**src/hw/pu_cfg.svh**
```systemverilog
`ifndef PU_CFG_SVH
`define PU_CFG_SVH

// width of one word on the shared data bus.
`define PU_DATA_WIDTH 32

// attribute field that travels next to each data word.
`define PU_ATTR_WIDTH 4

`define PU_INVALID_BIT 0 // position of the invalid flag inside the attribute.

// number of division units on the bus.
`define PU_COUNT 4

// one quotient bit per cycle, so the divider needs one cycle per data bit.
`define PU_DIV_LATENCY `PU_DATA_WIDTH

`endif
```
**src/hw/pu_pkg.sv**
```systemverilog
`default_nettype none

`include "pu_cfg.svh"

package pu_pkg;

  typedef logic [`PU_DATA_WIDTH-1:0] data_t;
  typedef logic [`PU_ATTR_WIDTH-1:0] attr_t;
  typedef logic [$clog2(`PU_COUNT)-1:0] pu_idx_t;

  // the command word is 8 bits, the spare field takes what is left.
  localparam int PU_CMD_WIDTH = 8;
  localparam int PU_SPARE_WIDTH = PU_CMD_WIDTH - 2 - $bits(pu_idx_t);

  typedef enum logic {
    PU_OP_LOAD  = 1'b0,
    PU_OP_FETCH = 1'b1
  } pu_op_e;

  // sel is 0 for the numerator and 1 for the denominator.
  typedef struct packed {
    pu_op_e                    op;
    pu_idx_t                   idx;
    logic                      sel;
    logic [PU_SPARE_WIDTH-1:0] spare;
  } pu_load_t;

  // res_sel is 1 for the quotient and 0 for the remainder.
  typedef struct packed {
    pu_op_e                    op;
    pu_idx_t                   idx;
    logic                      res_sel;
    logic [PU_SPARE_WIDTH-1:0] spare;
  } pu_fetch_t;

  // both views share the opcode in the top bit.
  typedef union packed {
    pu_load_t  load;
    pu_fetch_t fetch;
  } pu_cmd_u;

endpackage

`default_nettype wire

```
**src/hw/pu_bus_if.sv**
```systemverilog
`default_nettype none

interface pu_bus_if
  import pu_pkg::*;
();

  logic  wr;         // load strobe, one cycle.
  logic  sel;        // operand select for wr.
  logic  res_select; // result select for oe.
  logic  oe;         // output enable, one cycle.
  data_t data_in;
  attr_t attr_in;
  data_t data_out;   // zero while oe is low.
  attr_t attr_out;

  modport dispatch (
    output wr,
    output sel,
    output res_select,
    output oe,
    output data_in,
    output attr_in
  );

  modport pu (
    input  wr,
    input  sel,
    input  res_select,
    input  oe,
    input  data_in,
    input  attr_in,
    output data_out,
    output attr_out
  );

  modport collect (
    input oe,
    input data_out,
    input attr_out
  );

endinterface

`default_nettype wire

```
**src/hw/pu_div_array.sv**
```systemverilog
`default_nettype none

`include "pu_cfg.svh"

module pu_div_array
  import pu_pkg::*;
(
  input  logic    clk,
  input  logic    rst,
  input  logic    cmd_valid,
  input  pu_cmd_u cmd,
  input  data_t   data_in,
  input  attr_t   attr_in,
  output logic    res_valid,
  output data_t   res_data,
  output attr_t   res_attr,
  output logic    bad_cmd
);

  // one bus per unit between the dispatcher, the unit and the collector.
  pu_bus_if bus [`PU_COUNT] ();

  pu_dispatch pu_dispatch_i (
    .clk       (clk),
    .rst       (rst),
    .cmd_valid (cmd_valid),
    .cmd       (cmd),
    .data_in   (data_in),
    .attr_in   (attr_in),
    .bad_cmd   (bad_cmd),
    .bus       (bus)
  );

  for (genvar g = 0; g < `PU_COUNT; g++) begin : g_unit
    pu_div pu_div_i (
      .clk (clk),
      .rst (rst),
      .bus (bus[g])
    );
  end

  bus_collect bus_collect_i (
    .clk       (clk),
    .rst       (rst),
    .bus       (bus),
    .res_valid (res_valid),
    .res_data  (res_data),
    .res_attr  (res_attr)
  );

endmodule

`default_nettype wire

```
**src/hw/bus_collect.sv**
```systemverilog
`default_nettype none

`include "pu_cfg.svh"

module bus_collect
  import pu_pkg::*;
(
  input  logic  clk,
  input  logic  rst,
  pu_bus_if.collect bus [`PU_COUNT],
  output logic  res_valid,
  output data_t res_data,
  output attr_t res_attr
);

  logic [`PU_COUNT-1:0] oe_vec;
  data_t                data_vec [`PU_COUNT];
  attr_t                attr_vec [`PU_COUNT];
  data_t                data_or;
  attr_t                attr_or;

  for (genvar g = 0; g < `PU_COUNT; g++) begin : g_tap
    assign oe_vec[g]   = bus[g].oe;
    assign data_vec[g] = bus[g].data_out;
    assign attr_vec[g] = bus[g].attr_out;
  end

  // idle units drive zero, so a plain OR gives the fetched word.
  always_comb begin
    data_or = '0;
    attr_or = '0;
    for (int i = 0; i < `PU_COUNT; i++) begin
      data_or = data_or | data_vec[i];
      attr_or = attr_or | attr_vec[i];
    end
  end

  always_ff @(posedge clk) begin
    if (rst) begin
      res_valid <= 1'b0;
    end else begin
      res_valid <= |oe_vec;
    end
  end

  always_ff @(posedge clk) begin
    if (|oe_vec) begin
      res_data <= data_or; // held until the next fetch.
      res_attr <= attr_or;
    end
  end

endmodule

`default_nettype wire

```
**src/hw/pu_dispatch.sv**
```systemverilog
`default_nettype none

`include "pu_cfg.svh"

module pu_dispatch
  import pu_pkg::*;
(
  input  logic    clk,
  input  logic    rst,
  input  logic    cmd_valid,
  input  pu_cmd_u cmd,
  input  data_t   data_in,
  input  attr_t   attr_in,
  output logic    bad_cmd,
  pu_bus_if.dispatch bus [`PU_COUNT]
);

  logic                 is_fetch;
  logic                 spare_bad;
  logic                 accept;
  pu_idx_t              idx;
  logic [`PU_COUNT-1:0] hit;
  logic [`PU_COUNT-1:0] wr_q;
  logic [`PU_COUNT-1:0] oe_q;
  logic                 sel_q;
  logic                 res_sel_q;
  data_t                data_q;
  attr_t                attr_q;

  // the opcode bit sits at the same place in both views of the word.
  always_comb begin
    is_fetch = (cmd.load.op == PU_OP_FETCH);
    if (is_fetch) begin
      idx       = cmd.fetch.idx;
      spare_bad = |cmd.fetch.spare;
    end else begin
      idx       = cmd.load.idx;
      spare_bad = |cmd.load.spare;
    end
    accept = cmd_valid && !spare_bad; // a bad command is dropped.
    hit = '0;
    hit[idx] = accept;
  end

  always_ff @(posedge clk) begin
    if (rst) begin
      wr_q    <= '0;
      oe_q    <= '0;
      bad_cmd <= 1'b0;
    end else begin
      wr_q    <= is_fetch ? '0 : hit;
      oe_q    <= is_fetch ? hit : '0;
      bad_cmd <= cmd_valid && spare_bad;
    end
  end

  always_ff @(posedge clk) begin
    if (accept && !is_fetch) begin
      sel_q  <= cmd.load.sel;
      data_q <= data_in;
      attr_q <= attr_in;
    end
    if (accept && is_fetch) begin
      res_sel_q <= cmd.fetch.res_sel;
    end
  end

  // selects and operand are broadcast, and only the strobes are per unit.
  for (genvar g = 0; g < `PU_COUNT; g++) begin : g_bus
    assign bus[g].wr         = wr_q[g];
    assign bus[g].oe         = oe_q[g];
    assign bus[g].sel        = sel_q;
    assign bus[g].res_select = res_sel_q;
    assign bus[g].data_in    = data_q;
    assign bus[g].attr_in    = attr_q;
  end

endmodule

`default_nettype wire

```
**src/hw/pu_div.sv**
```systemverilog
`default_nettype none

`include "pu_cfg.svh"

module pu_div
  import pu_pkg::*;
(
  input logic  clk,
  input logic  rst,
  pu_bus_if.pu bus
);

  localparam int CNT_W = $clog2(`PU_DIV_LATENCY + 1);

  data_t            numer_q;
  data_t            denom_q;
  logic             denom_inv_q;
  data_t            numer_in;
  data_t            denom_in;
  data_t            quotient;
  data_t            remain;
  logic             div_done;
  logic [CNT_W-1:0] lat_cnt;
  data_t            quo_r;
  data_t            rem_r;
  logic             inv_r;
  attr_t            attr_res;

  always_ff @(posedge clk) begin
    if (bus.wr) begin
      if (bus.sel) begin
        denom_q <= bus.data_in;
      end else begin
        numer_q <= bus.data_in;
      end
    end
  end

  // the invalid attribute belongs to the denominator only.
  always_ff @(posedge clk) begin
    if (rst) begin
      denom_inv_q <= 1'b0;
    end else if (bus.wr && bus.sel) begin
      denom_inv_q <= bus.attr_in[`PU_INVALID_BIT];
    end
  end

  // the divider restarts on the same edge that captures the operand,
  // so the word being written is passed around its register.
  assign numer_in = (bus.wr && !bus.sel) ? bus.data_in : numer_q;
  assign denom_in = (bus.wr && bus.sel) ? bus.data_in : denom_q;

  div_seq div_seq_i (
    .clk      (clk),
    .rst      (rst),
    .start    (bus.wr),
    .numer    (numer_in),
    .denom    (denom_in),
    .quotient (quotient),
    .remain   (remain),
    .done     (div_done)
  );

  always_ff @(posedge clk) begin
    if (rst) begin
      lat_cnt <= '0;
    end else if (bus.wr) begin
      lat_cnt <= CNT_W'(`PU_DIV_LATENCY);
    end else if (lat_cnt != '0) begin
      lat_cnt <= lat_cnt - 1'b1;
    end
  end

  // a result is only taken once the full latency has run since the last write.
  always_ff @(posedge clk) begin
    if (rst) begin
      quo_r <= '0;
      rem_r <= '0;
      inv_r <= 1'b0;
    end else if (div_done && lat_cnt == '0) begin
      quo_r <= quotient;
      rem_r <= remain;
      inv_r <= (denom_q == '0) || denom_inv_q;
    end
  end

  always_comb begin
    attr_res = '0;
    attr_res[`PU_INVALID_BIT] = inv_r;
  end

  // outputs stay at zero unless this unit is fetched, which lets the collector OR them.
  assign bus.data_out = bus.oe ? (bus.res_select ? quo_r : rem_r) : '0;
  assign bus.attr_out = bus.oe ? attr_res : '0;

endmodule

`default_nettype wire

```
**src/hw/div_seq.sv**
```systemverilog
`default_nettype none

`include "pu_cfg.svh"

module div_seq
  import pu_pkg::*;
(
  input  logic  clk,
  input  logic  rst,
  input  logic  start,
  input  data_t numer,
  input  data_t denom,
  output data_t quotient,
  output data_t remain,
  output logic  done
);

  localparam int CNT_W = $clog2(`PU_DIV_LATENCY + 1);

  logic [CNT_W-1:0]        cnt;
  data_t                   quo_q;
  data_t                   rem_q;
  data_t                   den_q;
  logic [`PU_DATA_WIDTH:0] shifted;
  logic                    fits;

  // the numerator is shifted out of quo_q into the partial remainder, msb first,
  // and the quotient bits fill quo_q from the bottom.
  always_comb begin
    shifted = {rem_q, quo_q[`PU_DATA_WIDTH-1]};
    fits = (shifted >= {1'b0, den_q});
  end

  always_ff @(posedge clk) begin
    if (rst) begin
      cnt  <= '0;
      done <= 1'b0;
    end else begin
      done <= 1'b0;
      if (start) begin
        cnt <= CNT_W'(`PU_DIV_LATENCY); // a start during a run simply begins again.
      end else if (cnt != '0) begin
        cnt <= cnt - 1'b1;
        if (cnt == CNT_W'(1)) begin
          done <= 1'b1;
        end
      end
    end
  end

  always_ff @(posedge clk) begin
    if (start) begin
      quo_q <= numer;
      rem_q <= '0;
      den_q <= denom;
    end else if (cnt != '0) begin
      quo_q <= {quo_q[`PU_DATA_WIDTH-2:0], fits};
      // the difference always fits in one word once the subtraction is possible.
      if (fits) begin
        rem_q <= shifted[`PU_DATA_WIDTH-1:0] - den_q;
      end else begin
        rem_q <= shifted[`PU_DATA_WIDTH-1:0];
      end
    end
  end

  // with a zero divisor every step subtracts nothing, which leaves all ones
  // in the quotient and the numerator in the remainder.
  assign quotient = quo_q;
  assign remain   = rem_q;

endmodule

`default_nettype wire

```
**config.mk**
```make
export PLATFORM = sky130hd
export DESIGN_NAME = pu_div_array
export DESIGN_NICKNAME = d
export VERILOG_FILES = /design/src/hw/pu_pkg.sv /design/src/hw/pu_bus_if.sv /design/src/hw/pu_div_array.sv /design/src/hw/bus_collect.sv /design/src/hw/pu_dispatch.sv /design/src/hw/pu_div.sv /design/src/hw/div_seq.sv
export VERILOG_INCLUDE_DIRS = /design/src /design/src/hw
export SDC_FILE = /design/constraint.sdc
export NUM_CORES = 2
export LEC_CHECK = 0
export ABC_AREA = 1
export BUFFER_PORTS_ARGS = -buffer_cell sky130_fd_sc_hd__buf_2
export CORE_ASPECT_RATIO = 0.7
export CORE_MARGIN = 2
export CORE_UTILIZATION = 33
export CTS_BUF_LIST = sky130_fd_sc_hd__clkbuf_16
export CTS_CLUSTER_DIAMETER = 30
export DETAILED_ROUTE_END_ITERATION = 7
export PLACE_DENSITY = 0.48
export SETUP_SLACK_MARGIN = 0.15
export SYNTH_ARGS = -nofsm -noshare
export SYNTH_HDL_FRONTEND = slang
export SYNTH_SLANG_ARGS = --single-unit
```
**constraint.sdc**
```tcl
create_clock -name clk -period 4.25 [get_ports clk]
set_clock_uncertainty 0.15 [all_clocks]
set_input_delay 0.2125 -clock clk [delete_from_list [all_inputs] [get_ports clk]]
set_output_delay 0.2125 -clock clk [all_outputs]
set_load 0.02 [all_outputs]
```
=== Word-level counts from Yosys, hierarchy flattened ===
Cells that the tools add are included.

* Bits in registers: 1037
* Bits in latches: 0
* RAM bits: 0
* Bits in read-only memories: 0
* Word-level logic and storage cells: 223
* Memories: 0

* Add/sub/neg operators: 12
* Multipliers: 0
* Div/mod/pow operators: 0
* Magnitude comparators: 6
* Equal/unequal tests: 4
* Shift-type cells: 0
* Muxes and demuxes: 54
* Bitwise gates (word level): 13
* Reductions and logical operators: 68

{| class="wikitable"
|+ Operator list
! operator !! number
|-
| $mux 32 || 28
|-
| $ge 33x32->1 || 4
|-
| $logic_not 32->1 || 4
|-
| $sub 32x32->32 || 4
|-
| $mux 6 || 16
|-
| $or 32x32->32 || 3
|-
| $reduce_bool 6->1 || 8
|-
| $sub 6x1->6 const B || 8
|-
| $eq 6x1->1 const B || 4
|-
| $logic_not 6->1 || 4
|-
| $logic_and 1x1->1 || 17
|-
| $reduce_and 2->1 || 8
|-
| $reduce_bool 2->1 || 8
|-
| $reduce_or 2->1 || 6
|-
| $reduce_or 3->1 || 4
|-
| $mux 1 || 9
|-
| $or 4x1->4 || 2
|-
| $reduce_or 4->1 || 2
|-
| $not 1->1 || 6
|-
| $and 4x4->4 || 1
|-
| $logic_or 1x1->1 || 4
|-
| $logic_not 1->1 || 3
|-
| $lt 2x3->1 const B || 1
|-
| $demux 1 s2 || 1
|-
| other kinds (2) || 2
|}

=== Logic depth before layout (Yosys ltp) ===
* Depth in word-level cells: 5
* Gate-level depth with buffers: 17
* Gate-level depth less buffers: 16

=== Modules after synthesis ===
Synthesis repeated with hierarchy kept, for this count alone.

* Cells, all modules: 7123
* Area, all modules: 54823.8 µm²

{| class="wikitable"
|+ Modules (own cells, without submodules)
! module !! instances !! cells an instance !! area an instance (µm²) !! seq. area each (µm²)
|-
| pu_div || 4 || 712 || 5943.2 || 3363.2
|-
| div_seq at g_unit[1].pu_div_i.div_seq_i ... || 2 || 974 || 6751.5 || 2702.6
|-
| div_seq at g_unit[0].pu_div_i.div_seq_i || 1 || 997 || 6906.6 || 2702.6
|-
| div_seq at g_unit[2].pu_div_i.div_seq_i || 1 || 995 || 6817.8 || 2702.6
|-
| pu_dispatch || 1 || 186 || 2301.0 || 1321.3
|-
| bus_collect || 1 || 149 || 1522.7 || 1101.1
|}

=== Worst setup path after synthesis ===
No wires, ideal clock.

* Path kind: register to register
* From: register pu_dispatch_i.wr_q[1]
* To: register g_unit[1].pu_div_i.numer_q[0] (enable)
* Setup time: 0.409 ns
* Arrival: 2.982 ns
* Required time: 3.691 ns
* Setup slack: 0.710 ns
* Stages on the path, launching flop included: 4
* Path buffers: 1
* Period minus slack after synthesis: 3.540 ns
* Path through: dfxtp_1 -> clkinv_1 -> nor2_1 -> clkbuf_1

* Word-level cells in the longest chain between the ends: 1

{| class="wikitable"
|+ RTL lines
! item !! line !! RTL
|-
| from (decl) || pu_dispatch.sv:23 || <nowiki>logic [`PU_COUNT-1:0] wr_q;</nowiki>
|-
| from (signal assigned) || pu_dispatch.sv:51 || <nowiki>wr_q <= is_fetch ? '0 : hit;</nowiki>
|-
| $reduce_and 2->1 (no source line) || - ||
|-
| to (signal assigned) || pu_div.sv:34 || <nowiki>numer_q <= bus.data_in;</nowiki>
|-
| to (decl) || pu_div.sv:15 || <nowiki>data_t numer_q;</nowiki>
|}

No other way between the ends.
A chain may end at the register's enable or synchronous reset.

=== Worst setup path after layout ===
* From: input port cmd[2] in the netlist's numbering
* To: register pu_dispatch_i.data_q[11], in the netlist pu_dispatch_i.bus[0].data_in[11] (enable)

* Word-level cells in the longest chain between the ends: 4

{| class="wikitable"
|+ RTL lines
! item !! line !! RTL
|-
| from (decl) || pu_div_array.sv:11 || <nowiki>input pu_cmd_u cmd,</nowiki>
|-
| $reduce_or 4->1 || pu_dispatch.sv:35, pu_dispatch.sv:38 ||
|-
| $logic_not 1->1 || pu_dispatch.sv:40 || <nowiki>accept = cmd_valid && !spare_bad;</nowiki>
|-
| $logic_and 1x1->1 || pu_dispatch.sv:40 ||
|-
| $logic_and 1x1->1 || pu_dispatch.sv:58 || <nowiki>if (accept && !is_fetch) begin</nowiki>
|-
| to (signal assigned) || pu_dispatch.sv:60 || <nowiki>data_q <= data_in;</nowiki>
|-
| to (decl) || pu_dispatch.sv:27 || <nowiki>data_t data_q;</nowiki>
|}

No other way between the ends.

==> results.toml <==
[status]
outcome = "complete, no violations"

[layout]
multiInputGateArea_um2 = 20600
area_delta_synth_final_pct = 20.0
final_util = 0.400
nFillCells = 15597
regArea_um2 = 26500
drive_gt1_frac = 0.0924
nets = 6736

[detailed_routing]
route.detailed.wl_per_inst_um = 22.1
met1Wirelength_um = 93800
drtPass1Iterations = 6
wl_met2_um = 76000
top_layer_used = "met4"
drc_errors = 0
drtIter0Drc = 5317
viasPerCell = 5.05
drt-total-wl_um = 193000
num_vias = 44113
wl_met3_um = 18700
route.antenna.remaining_nets = 0

[logic_synthesis]
syn_area_um2 = 51000
yosys_warnings = 0
synth.avg_cell_area_um2 = 8.08
yosys.cell_types.count = 45
synth-seq-cells = 1034
syn_inst = 6311
synth-seq-area-share = 0.520

[sta]
period_minus_slack_ns = 3.36
grt_setup_unrepaired = "false"
setup_tns_ns = 0
hold_viol_final = 0
fmax_mhz = 298
setup_violations = 0
slew_headroom = 0.0982
post-route-period-util = 0.790
tightest_slew_ns = 1.34
maxSlewViolCount = 0
worst_slack_ns = 0.890

[global_route]
grt_pass1_wl_um = 277000
grt_usage = 0.240
grt_pass1_vias = 40022
antenna_found_initial = 15
grt_overflow = 0
grt_max_degree = 129

[setup_path]
crit_arrival_ns = 3.70
crit_type = "input port to flop"
slowest_delay_ns = 0.84
timing.rr.start = "g_unit[0].pu_div_i.lat_cnt[0]$_SDFFE_PP0P_"
end_kind = "flop"
slowest_stage = "nor2_4"
crit_chain = "dlygate4sd3_1 > buf_2 > dlygate4sd3_1 > nor4_1 > dlygate4sd3_1 > nand2_1 > nor2_4 > buf_4"
cp_max_fo = 15
crit_required_ns = 4.59
reg2reg_slack_ns = 1.12
cp_common_cell = "dlygate4sd3_1"
start_kind = "input port"
timing.critical_path.from = "cmd[2]"

[die]
fp.dieW_um = 474
initial_core_util = 0.333
die_h_um = 333
io_pins = 85
die-area_um2 = 158000
core_um2 = 153000
rows = 120

[clock_network]
postCtsResizedCells = 0
numCtsBuffers = 199
clk_pin_slew_ns = 0.05
root_buffer = "clkbuf_16"
postCtsSetupRepairBufs = 0
cts.sinks = 1034
cts_tree = "built"
cts_hold_buf = 81
worstSkewPairLatency_ns = 0.81
max-clock-path-buffers = 3
h-tree-depth = 4

[pwr]
power_density_nw_per_um2 = 732
vdd_ir_drop_max_uv = 433
p_leak_uw = 0.0269

[hold_path]
hp-class = "input port to flop"
hold_start = "cmd[5]"

[place]
dpl_worst_slack_ns = 1.23
place_congestion = 0.956
portBuffers = 78
hpwl_um = 138000

[job]
drv_cap = 0
==> logic make-up after synthesis <==
kind of cell	Yosys count	share of synthesized area
other	1	0.0000735
buffers and inverters	996	0.0783
adder cells (fa/ha/maj)	144	0.0359
AO/OA/AOI/OAI	936	0.0965
XOR/XNOR	64	0.0110
AND/OR/NAND/NOR	3136	0.259
flip-flops	1034	0.520
==> power breakdown <==
group | switching (µW) | internal, µW
Sequential | 1200 | 12900
Clock | 5560 | 9680
Combinational | 10400 | 5060
Total | 17100 | 27600
==> through the flow <==
stage	hold slack (ns)	cell area, µm²	cells	total power [µW]
floorplan	0.141	51000	6313	25100
global placement	0.239	53800	8276	29300
detailed placement	0.241	53800	8276	29400
CTS	0.0459	61200	8732	44900
global route	0.0946	61200	8732	47700
finish	0.115	61200	8740	44800
==> cell usage in the layout, fill, tap and decap left out, types with 18 or more instances in the layout <==
master / Yosys / final
o2111ai_1: 32 / 32
nor3_1: 22 / 22
clkinvlp_4: 0 / 22
nor4_1: 42 / 42
inv_1: 725 / 756
o21ai_0: 567 / 562
xnor2_1: 59 / 59
dlygate4sd3_1: 0 / 81
ha_1: 140 / 140
o21bai_1: 25 / 25
nand3_1: 457 / 456
dfxtp_1: 454 / 450
edfxtp_1: 580 / 580
a21oi_1: 232 / 232
nand3b_1: 56 / 56
o21ai_1: 63 / 68
clkbuf_16: 0 / 202
buf_2: 54 / 78
nand2_2: 16 / 20
buf_4: 15 / 109
clkinv_2: 0 / 25
nand2_1: 1665 / 1661
nor2_2: 18 / 18
nand3_2: 25 / 26
clkinv_1: 14 / 44
nand4_1: 30 / 30
nor2_1: 772 / 767
==> synth_stat cells (all sizes together) <==
cell type  instances  share of area
ha               140          0.034
conb               1       0.000074
o2111ai           32         0.0055
nand4             30         0.0037
o21bai            26         0.0039
dfxtp            454           0.18
a21o               1        0.00015
nor2             796          0.060
or2               14         0.0017
clkbuf           149          0.011
o21ai            630          0.062
edfxtp           580           0.34
fa                 4         0.0016
a31oi              9         0.0011
a2111oi            1        0.00017
and2               5        0.00061
nand3            482          0.050
inv              736          0.054
nand3b            56         0.0082
a21oi            236          0.024
o31ai              1        0.00015
xnor2             59          0.010
nand2           1687           0.13
nor4              44         0.0060
xor2               5        0.00086
buf               97          0.012
clkinv            14         0.0010
nor3              22         0.0022
==> area by class of cell <==
type | instances | share of cell area
antenna | 8 | 0.000327
clock inverter | 173 | 0.0247
tap | 2013 | 0.0411
timing repair buffer | 277 | 0.0359
clock buffer | 202 | 0.0826
multi-input combinational | 4283 | 0.336
inverter | 750 | 0.0461
sequential | 1034 | 0.433
==> layer usage <==
layer,vias to the layer above,global-route usage
met2,1721,0.326
met1,20977,0.369
met4,0,0.0661
li1,21194,-
met5,-,0
met3,221,0.0598
==> flip-flops by register name (all words and copies together), names as in the netlist, 32 cells and up <==
register and cells:
bus_collect_i.res_data 32, g_unit.pu_div_i.denom_q 128, g_unit.pu_div_i.div_seq_i.den_q 128, g_unit.pu_div_i.div_seq_i.quotient 128, g_unit.pu_div_i.div_seq_i.remain 128, g_unit.pu_div_i.numer_q 128, g_unit.pu_div_i.quo_r 128, g_unit.pu_div_i.rem_r 128
pu_dispatch_i.bus.data_in 32
==> final timing paths <==
path                                                      end  cells after the start
setup / recovery   pu_dispatch_i.bus[0].data_in[11]$_DFFE_PP_                      8
hold / removal               pu_dispatch_i.oe_q[0]$_SDFF_PP0_                      3
setup reg to reg     g_unit[0].pu_div_i.rem_r[1]$_SDFFE_PP0P_                     10
hold reg to reg   g_unit[2].pu_div_i.denom_inv_q$_SDFFE_PP0P_                      2
==> worst max-delay path, delay by kind of cell <==
kind,cells,cell delay (ns)
buffers and inverters,5,2.19
AND/OR/NAND/NOR,3,1.28
(Power assumes the default switching activity.)
